==> config.mk <==
export PLATFORM = sky130hd
export DESIGN_NAME = wb_gpio
export DESIGN_NICKNAME = d
export VERILOG_FILES = /design/src/rtl/soc_pkg.sv /design/src/rtl/wb_gpio.sv
export SDC_FILE = /design/constraint.sdc
export NUM_CORES = 1
export LEC_CHECK = 0
export BUFFER_PORTS_ARGS = -buffer_cell sky130_fd_sc_hd__buf_2
export CAP_MARGIN = 5
export CELL_PAD_IN_SITES_DETAIL_PLACEMENT = 1
export CELL_PAD_IN_SITES_GLOBAL_PLACEMENT = 1
export CORE_ASPECT_RATIO = 0.5
export CORE_MARGIN = 2
export CORE_UTILIZATION = 25
export DETAILED_ROUTE_END_ITERATION = 16
export GPL_TIMING_DRIVEN = 0
export PLACE_DENSITY = 0.66
export SLEW_MARGIN = 30
export SYNTH_ARGS = -nofsm -noshare
export SYNTH_HDL_FRONTEND = slang
export SYNTH_SLANG_ARGS = --single-unit
==> constraint.sdc <==
create_clock -name clk_i -period 4 [get_ports clk_i]
set_input_delay 0 -clock clk_i [delete_from_list [all_inputs] [get_ports clk_i]]
set_output_delay 0 -clock clk_i [all_outputs]
set_load 0.005 [all_outputs]
==> src/rtl/soc_pkg.sv <==
/*
 * Shared types, address map and register offsets for the SoC.
 * Single Wishbone classic master, no err/rty/cti/bte/lock.
 * Region field is adr[31:17]; all slaves are 32-bit word addressed.
 */
`default_nettype none

package soc_pkg;

	// --------------------
	// Vector types
	// --------------------
	typedef logic [31:0] addr_t;
	typedef logic [31:0] data_t;
	typedef logic [3:0]  sel_t;
	// Active low, bit 0 is segment a, bit 6 is segment g
	typedef logic [6:0]  seg_t;
	// Active low digit enables
	typedef logic [3:0]  an_t;
	// Bit 0 timer, bit 1 GPIO
	typedef logic [1:0]  irq_vec_t;
	// Switches in 11..4, buttons in 3..0
	typedef logic [11:0] gpio_in_t;

	// --------------------
	// Bus structs
	// --------------------
	typedef struct packed {
		logic  cyc;
		logic  stb;
		logic  we;
		addr_t adr;
		data_t dat;
		sel_t  sel;
	} wb_req_t;

	typedef struct packed {
		data_t dat;
		logic  ack;
	} wb_rsp_t;

	// Decoded slave region
	typedef enum logic [1:0] {
		SLV_BRAM,
		SLV_TIMER,
		SLV_GPIO,
		SLV_NONE
	} slave_e;

	// --------------------
	// Address map
	// --------------------
	localparam int REGION_MSB = 31;
	localparam int REGION_LSB = 17;

	localparam logic [REGION_MSB:REGION_LSB] BRAM_REGION  = 15'h0000;
	// 0xE002_0000
	localparam logic [REGION_MSB:REGION_LSB] TIMER_REGION = 15'h7001;
	// 0xE004_0000
	localparam logic [REGION_MSB:REGION_LSB] GPIO_REGION  = 15'h7002;

	// RAM depth in words, 4 KB
	localparam int BRAM_AW = 10;

	// Timer word offsets, adr[3:2]
	localparam logic [1:0] TMR_CTRL    = 2'd0;
	localparam logic [1:0] TMR_COMPARE = 2'd1;
	localparam logic [1:0] TMR_COUNTER = 2'd2;

	// Timer CTRL bits
	localparam int CTRL_EN  = 0;
	localparam int CTRL_AR  = 1;
	localparam int CTRL_IRQ = 2;

	// GPIO word offsets, adr[3:2]
	localparam logic [1:0] GPIO_IN     = 2'd0;
	localparam logic [1:0] GPIO_OUT    = 2'd1;
	localparam logic [1:0] GPIO_CHANGE = 2'd2;

	// Digit dwell is 2**SCAN_DIV_W cycles
	localparam int SCAN_DIV_W = 4;

endpackage

`default_nettype wire

==> src/rtl/wb_gpio.sv <==
/*
 * GPIO with byte-writable OUT and 12 synchronized inputs.
 * Any input edge sets a sticky CHANGE bit; write 1 to clear.
 * Inputs sync to 0 in reset, so inputs high at reset release flag once.
 */
`timescale 1ns/10ps
`default_nettype none

module wb_gpio
	import soc_pkg::*;
(
	input  logic     clk_i,
	input  logic     rst_i,
	input  wb_req_t  req_i,
	output wb_rsp_t  rsp_o,
	input  gpio_in_t gpio_i,
	output data_t    gpio_o,
	output logic     irq_o
);

	logic       access;
	logic       wr;
	logic       ack;
	logic [1:0] reg_sel;
	gpio_in_t   sync1;
	gpio_in_t   sync2;
	gpio_in_t   last;
	gpio_in_t   change;
	gpio_in_t   clr_mask;
	data_t      out_reg;
	data_t      rdata;
	data_t      rdata_q;

	assign access   = req_i.cyc & req_i.stb & ~ack;
	assign wr       = access & req_i.we;
	assign reg_sel  = req_i.adr[3:2];
	assign clr_mask = (wr && reg_sel == GPIO_CHANGE) ? req_i.dat[11:0] : '0;

	// --------------------
	// Input side
	// --------------------
	always_ff @(posedge clk_i) begin
		if (rst_i) begin
			sync1  <= '0;
			sync2  <= '0;
			last   <= '0;
			change <= '0;
		end else begin
			// Two-stage synchronizer
			sync1  <= gpio_i;
			sync2  <= sync1;
			last   <= sync2;
			// New edges win over a clear in the same cycle
			change <= (change & ~clr_mask) | (sync2 ^ last);
		end
	end

	// Output register, per byte lane
	always_ff @(posedge clk_i) begin
		if (rst_i) begin
			out_reg <= '0;
		end else if (wr && reg_sel == GPIO_OUT) begin
			for (int i = 0; i < 4; i++) begin
				if (req_i.sel[i]) begin
					out_reg[8*i +: 8] <= req_i.dat[8*i +: 8];
				end
			end
		end
	end

	// --------------------
	// Read path
	// --------------------
	always_comb begin
		case (reg_sel)
			GPIO_IN:     rdata = data_t'(sync2);
			GPIO_OUT:    rdata = out_reg;
			GPIO_CHANGE: rdata = data_t'(change);
			default:     rdata = '0;
		endcase
	end

	always_ff @(posedge clk_i) begin
		if (rst_i) begin
			ack <= 1'b0;
		end else begin
			ack <= access;
		end
	end

	always_ff @(posedge clk_i) begin
		if (access) begin
			rdata_q <= rdata;
		end
	end

	assign rsp_o.dat = rdata_q;
	assign rsp_o.ack = ack;
	assign gpio_o    = out_reg;
	assign irq_o     = |change;

endmodule

`default_nettype wire

# After elaboration in Yosys (flattened, before gate mapping)
# Index checks and enable logic that the tools add are counted.
[totals]
ff_bits = 113
input_bits = 85
out_inout_bits = 66
word_cells = 30
[op_classes]
n_eq_ne = 2
n_mux = 2
bitwise_logic = 8
reduce_logical = 8
[ops]
columns = ["operator", "count"]
rows = [
  ["case mux 32 bit (3 select lines)", 1],
  ["bitwise AND 12 bit", 1],
  ["2-to-1 mux 12 bit", 1],
  ["inverter 12 bit", 1],
  ["OR 12 bit", 1],
  ["OR reduction 12 bit", 1],
  ["bitwise XOR 12 bit", 1],
  ["AND reduction 2 bit", 4],
  ["bitwise AND 1 bit", 3],
  ["equality test 2 x 1 -> 1 bit (second input constant)", 1],
  ["equality test 2 bit (second input constant)", 1],
  ["logical AND 1 bit", 2],
  ["zero test 2 bit", 1],
  ["inverter 1 bit", 1],
]

# Depth between registers and ports, before layout
# Gate-level depths: netlist (run 1).
[depth]
depth_word = 8
mapped_depth = 5

# Worst setup path after synthesis (run 1)
# No wires, ideal clock.
[synth_path]
path_type = "register to register"
from = "register ack"
to = "register rdata_q[0], enable pin"
t_arrival_ns = 1.694
setup_slack_ns = 1.885
path_stages_with_launch = 2
path_buffers = 0
synth_period_minus_slack_ns = 2.115
path_cell_list = "dfxtp_1 -> nor2_1"
[synth_between]
elab_chain_len = 2
[synth_lines]
columns = ["element", "line_no", "rtl"]
rows = [
  ["from (decl)", "wb_gpio.sv:23", "logic ack;"],
  ["from (signal assigned)", "wb_gpio.sv:87", "ack <= access;"],
  ["inverter 1 bit", "wb_gpio.sv:34", "assign access = req_i.cyc & req_i.stb & ~ack;"],
  ["bitwise AND 1 bit", "wb_gpio.sv:34", ""],
  ["net access", "wb_gpio.sv:21", "logic access;"],
  ["to (signal assigned)", "wb_gpio.sv:93", "rdata_q <= rdata;"],
  ["to (decl)", "wb_gpio.sv:32", "data_t rdata_q;"],
]
# The timed path passes the listed nets, and every way through them passes these cells.
# A chain may end at the register's enable or synchronous reset.

# Worst setup path in the final report (run 1)
[layout_path]
from = "register change[0]"
to = "output irq_o"
[layout_between]
elab_chain_len = 1
[layout_lines]
columns = ["element", "line_no", "rtl"]
rows = [
  ["from (decl)", "wb_gpio.sv:28", "gpio_in_t change;"],
  ["from (signal assigned)", "wb_gpio.sv:54", "change <= (change & ~clr_mask) | (sync2 ^ last);"],
  ["OR reduction 12 bit", "wb_gpio.sv:100", "assign irq_o = |change;"],
  ["to (decl)", "wb_gpio.sv:18", "output logic irq_o"],
]
# No other way between the ends.

==> out/metrics.yaml, run 1 <==
outcome: "completed"
cts_tree: "done"
numCtsBuffers: 17
core_area_sq_mm: 0.0175
synth-edff-count: 32
min_path_type: "primary input to flip-flop"
synthFlopType: "dfxtp_1"
insertion_delay_ps: 410
clk_pin_slew_worst_paths_ps: 60
cts_root_buffer: "clkbuf_16"
fin_crit_ps: 1460
ys_types: 25
synthMuxAreaShare_pct: 9.81
cts.sinks: 113
ys_top_cells_by_count: "dfxtp_1, nand2b_1, mux2i_1"
reg2reg_slack_ps: 2610
fmax_mhz: 687
fillCellCount: 1950
drtIter0Drc: 89
layout_setup_ws_ps: 2540
synth_seq_area_share_pct: 57.5
finalMaxSlewViolations: 0
ff_latch_area_sq_mm: 0.00258
arrival_ps: 1460
cp_cell_sequence: "nor4_1, nand3_1, buf_2"
worst_slew_pin_slew_ps: 599
rr_worst_depth: 2
fin_skew_ps: 8.45
synth_compound_area_share_pct: 4.68
worst_setup_path_end_kind: "primary output"
multi_input_area_sq_mm: 0.00169
synth_seq_cells: 113
vias_per_cell: 4.00
r2r-end: "rdata_q[7]$_DFFE_PN_"
setup_tns_ps: 0
slowest_delay_ps: 370
drc: 0
crit_path_max_fanout: 3
synth_top_family_by_area: "simple AND/OR/NAND/NOR gates"
die_w_um: 194
num_rows: 34
synthSimpleGateAreaFrac_pct: 20.6
ant_nets: 0
hold_violations: 0
io_pins: 151
cap_violations: 0
drt_wl_total_um: 12100
slew_headroom_pct: 60.1
rsz0062_at_grt: "no"
drive_above_1_share_pct: 28.8
setup_viol: 0
required_ps: 4000
gp_congestion: 0.760
yosysMostFrequentCell: "dfxtp_1"
cp_slowest_cell: "nor4_1"
pre_cts_ws_ps: 2600
min_path_cells: 3
htreeDepth: 4
min_from: "req_i[38]"
hold-worst-slack_ps: 16.6
syn_nets: 475
synth_area_sq_mm: 0.00449
via_count: 3304
whs_endpoint: "rdata_q[6]$_DFFE_PN_"
firstDrtPassIters: 4
synth_top_area_cell: "dfxtp_1"
yosysTopAreaCellShare_pct: 36.1
synth_warnings: 0
grt_max_degree: 18
path_class: "flip-flop to primary output"
peakVddDrop_v: 0.000224
die_h_um: 98.8
antenna_found_initial: 0
leakage_nw: 2.65
avgSynthCellArea_sq_um: 11.5
reg2reg_from: "ack$_SDFF_PP0_"
start_util_pct: 25.7
final_nets: 663
overflow: 0
grt_first_pass_wirelength_um: 19500
synthArstFlopShare_pct: 0
wl_per_cell_um: 14.7
post_synth_fa_ha_maj_area_fraction_pct: 0
cts_resized: 0
track_usage_pct: 13.4
synth_area_leaders: "dfxtp_1, edfxtp_1, mux2i_1, nand2b_1, nor2b_1"
die-area_sq_mm: 0.0191
synthXorXnorAreaFrac_pct: 2.34
n_antenna_cell: 0
power_density_mw_per_mm2: 453
period_share_pct: 36.4
portBuffers: 118
worstSetupStartpointType: "flip-flop"
hpwl_um: 8660
syn_inst: 390
synthToLayoutAreaGrowth_pct: 44.8
clockBufferDepth: 2
grt_pass1_vias: 3604
[power by group]
part           leakage, nW  internal [W]  switching, W  total (W)
registers            0.977       0.00121     0.0000207    0.00123
clock network        0.290      0.000910      0.000592    0.00150
logic                 1.38      0.000115     0.0000948   0.000210
total                 2.65       0.00224      0.000708    0.00295
[through the flow]
stage	power, W	cell area (sq um)	instances	util (%)
after floorplan	0.00135	4490	390	-
after detailed placement	0.00143	5410	743	30.9
after global placement	0.00143	5380	742	30.7
after CTS	0.00299	6500	825	37.2
final	0.00295	6500	825	37.2
after global routing	0.00307	6500	825	37.2
[what timing repair did]
item	4_1_cts	5_1_grt
setup buffers	0	0
hold endpoints to repair	56	0
hold buffers	50	0
[worst max path at each step]
stage	slack [ps]	from	end	cells after the start
3_5_place_dp	2600	ack$_SDFF_PP0_	rdata_q[29]$_DFFE_PN_	2
4_1_cts	2580	change[0]$_SDFF_PP0_	irq_o	3
6_report	2540	change[0]$_SDFF_PP0_	irq_o	3
5_1_grt	2500	change[0]$_SDFF_PP0_	irq_o	3
3_3_place_gp	1030	ack$_SDFF_PP0_	rdata_q[30]$_DFFE_PN_	1
2_1_floorplan	1880	ack$_SDFF_PP0_	rdata_q[0]$_DFFE_PN_	1
[critical path: cells and delay by family, from the launching register on]
family	cells	cell delay, ps
AND/OR/NAND/NOR	2	560
flip-flops	1	330
buffers and inverters	1	160
[cells in the final DEF, fill, tap and decap left out, types with 12 or more instances in the layout]
cell           count
a21oi_1           12
and2_1            20
buf_2            122
clkbuf_1          13
clkbuf_16         18
dfxtp_1           81
dlygate4sd3_1     50
edfxtp_1          32
inv_1             12
mux2i_1           44
nand2_1           13
nand2b_1          65
nor2b_1           37
o21ai_0           12
o31ai_1           12
xnor2_1           12
[area by class of cell]
| class | instances | area share, % |
|---|---|---|
| repair buffers | 169 | 17.2 |
| multi-input cells | 240 | 26.0 |
| plain buffers | 25 | 2.81 |
| well taps | 234 | 4.50 |
| flip-flops and latches | 113 | 39.7 |
| inverters | 12 | 0.693 |
| clock inverters | 14 | 2.17 |
| clock buffers | 18 | 6.93 |
[registers in the layout, indices dropped and copies added (netlist names)]
signal   count
sync2       12
ack          1
change      12
sync1       12
rdata_q     32
gpio_o      32
last        12
[per-layer routing]
metal,track usage (%),vias to the layer above,part of all wire (%)
met5,0,-,0
met4,5.34,0,1.3
met3,3.42,13,3.1
met2,23.6,56,51
met1,15.8,1557,45
li1,-,1678,-
[cells by family after synthesis]
kind of cell           Yosys count
buffers and inverters           37
AO/OA/AOI/OAI                   36
XOR/XNOR                        12
AND/OR/NAND/NOR                148
flip-flops                     113
multiplexers                    44
(Power assumes the default switching activity.)
==> run 2, diff against run 1 <==
- ABC_AREA: not set -> 1
- PLACE_DENSITY: 0.66 -> 0.68
- clock period: 4 -> 1.35 ns (I/O delays scaled with it)
==> out/metrics.yaml, run 2 <==
outcome: "completed"
synthArstFlopShare_pct: 0
synth_top_area_cell: "dfxtp_1"
vias_per_cell: 4.11
hold_violations: 0
period_share_pct: 98.2
avgSynthCellArea_sq_um: 8.81
synth_warnings: 0
setup_tns_ps: 0
reg2reg_slack_ps: 50
ys_types: 21
min_from: "req_i[1]"
cap_violations: 0
cts.sinks: 113
firstDrtPassIters: 4
portBuffers: 118
final_nets: 765
required_ps: 1350
finalInstanceArea_sq_mm: 0.00639
via_count: 3778
ant_nets: 0
fmax_mhz: 754
num_rows: 33
worst_setup_path_end_kind: "primary output"
synth_seq_cells: 113
fillCellCount: 1973
htreeDepth: 4
clockBufferDepth: 2
drive_above_1_share_pct: 26.4
most-common-layout-cells: "nor2_1, buf_2, nand2_1, dfxtp_1, inv_1"
rsz0062_at_grt: "yes"
syn_inst: 490
reg2reg_from: "ack$_SDFF_PP0_"
r2r-end: "gpio_o[17]$_SDFFE_PP0P_"
die_w_um: 190
die-area_sq_mm: 0.0184
min_path_cells: 5
setup_viol: 0
synth_compound_area_share_pct: 3.48
n_antenna_cell: 0
worst_slew_pin_slew_ps: 704
gp_congestion: 0.825
antenna_found_initial: 0
grt_first_pass_wirelength_um: 20700
whs_endpoint: "gpio_o[12]$_SDFFE_PP0P_"
ys_top_cells_by_count: "nor2_1, nand2_1, dfxtp_1"
arrival_ps: 1330
synth_area_leaders: "dfxtp_1, edfxtp_1, nor2_1, nand2_1, inv_1"
crit_path_max_fanout: 3
synthXorXnorAreaFrac_pct: 2.43
start_util_pct: 26.0
finalMaxSlewViolations: 0
fin_skew_ps: 8.82
drtIter0Drc: 168
hpwl_um: 8920
drc: 0
synth_area_sq_mm: 0.00432
synth-edff-count: 32
grt_max_degree: 22
path_class: "flip-flop to primary output"
cts_root_buffer: "clkbuf_16"
numCtsBuffers: 17
slew_headroom_pct: 53.1
clk_pin_slew_worst_paths_ps: 60
dp_cells: 835
leakage_nw: 2.95
min_path_type: "primary input to flip-flop"
rr_worst_depth: 5
worstSetupStartpointType: "flip-flop"
fin_total_pwr_w: 0.00885
cts_tree: "done"
layout_setup_ws_ps: 23.6
post_synth_fa_ha_maj_area_fraction_pct: 0
synthMuxAreaShare_pct: 0
pre_cts_ws_ps: -326
drt_wl_total_um: 13100
io_pins: 151
wl_per_cell_um: 14.2
placed_area_sq_mm: 0.00520
yosysTopAreaCellShare_pct: 37.5
syn_nets: 575
instances_no_fill: 920
synthFlopType: "dfxtp_1"
grt_pass1_vias: 3961
synthToLayoutAreaGrowth_pct: 48.0
synthSimpleGateAreaFrac_pct: 24.5
fin_crit_ps: 1330
overflow: 0
core_area_sq_mm: 0.0166
insertion_delay_ps: 420
die_h_um: 96.9
power_density_mw_per_mm2: 1390
synth_top_family_by_area: "simple AND/OR/NAND/NOR gates"
peakVddDrop_v: 0.000676
yosysMostFrequentCell: "nor2_1"
synth_seq_area_share_pct: 59.8
track_usage_pct: 14.7
run 2: cell count changes after synthesis, moves of 12 or more:
cell	before	now
and2_1	20	0
inv_1	12	72
mux2i_1	44	0
nand2_1	13	101
nand2b_1	65	0
nand4_1	0	12
nor2_1	1	122
nor2b_1	37	0
o211ai_1	0	12
o21ai_0	12	0
o31ai_1	12	0
run 2: layer usage:
layer,track usage [%],share of wire (%),vias to the layer above
li1,-,-,1887
met1,17.1,44,1782
met2,25.5,50,84
met3,3.23,3.7,25
met4,7.33,2.3,0
met5,0,0,-
run 2: worst max-delay path, stage by stage, from the launching register on:
cell     delay (ps)
dfxtp_2         330
nor4_2          280
nand3_1         150
buf_2           150
run 2: power breakdown:
part	internal (W)	leakage (nW)	switching, W
Clock	0.00284	0.296	0.00171
Combinational	0.000308	1.68	0.000320
Sequential	0.00361	0.972	0.0000681
Total	0.00676	2.95	0.00210
run 2: metrics by stage:
stage | util [%] | hold slack (ps)
2_1_floorplan | - | 107
3_3_place_gp | 31.2 | 211
6_report | 38.4 | 10.8
4_1_cts | 37.9 | 0.109
5_1_grt | 38.4 | 34.5
3_5_place_dp | 31.2 | 218
run 2: area by class of cell:
type                            count  area [sq um]  area share [%]
Clock buffer                       18           450            7.05
Clock inverter                     14           150            2.35
Inverter                           72           270            4.23
Tap cell                          227           284            4.44
Timing Repair Buffer              171          1150            17.9
Sequential cell                   113          2590            40.5
Buffer                             23           173            2.70
Multi-Input combinational cell    282          1330            20.8
run 2: repair_timing:
item | in CTS | in global routing
setup endpoints to repair | 51 | 24
pin swaps | 4 | 6
buffers inserted | 1 | 4
resized for setup | 4 | 7
hold endpoints to repair | 56 | 0
cloned | 1 | 1
hold buffers | 46 | 0
run 2: worst max-delay path by stage:
stage	from	slack, ps	cells past startpoint	endpoint
after global placement	ack$_SDFF_PP0_	-310	5	change[9]$_SDFF_PP0_
after floorplan	ack$_SDFF_PP0_	40	5	change[10]$_SDFF_PP0_
after CTS	change[4]$_SDFF_PP0_	0.06	3	irq_o
after global routing	change[0]$_SDFF_PP0_	-50	3	irq_o
final	change[8]$_SDFF_PP0_	20	3	irq_o
after detailed placement	ack$_SDFF_PP0_	-330	5	change[7]$_SDFF_PP0_
run 2: cells by family (layout without fill, tap and decap cells):
logic type / after synthesis / count (layout)
xor gates and xnor gates: 12 / 12
DFF: 113 / 113
AOI/OAI and AO/OA: 24 / 24
buffers and inverters: 95 / 298
and+or+nand+nor: 246 / 246
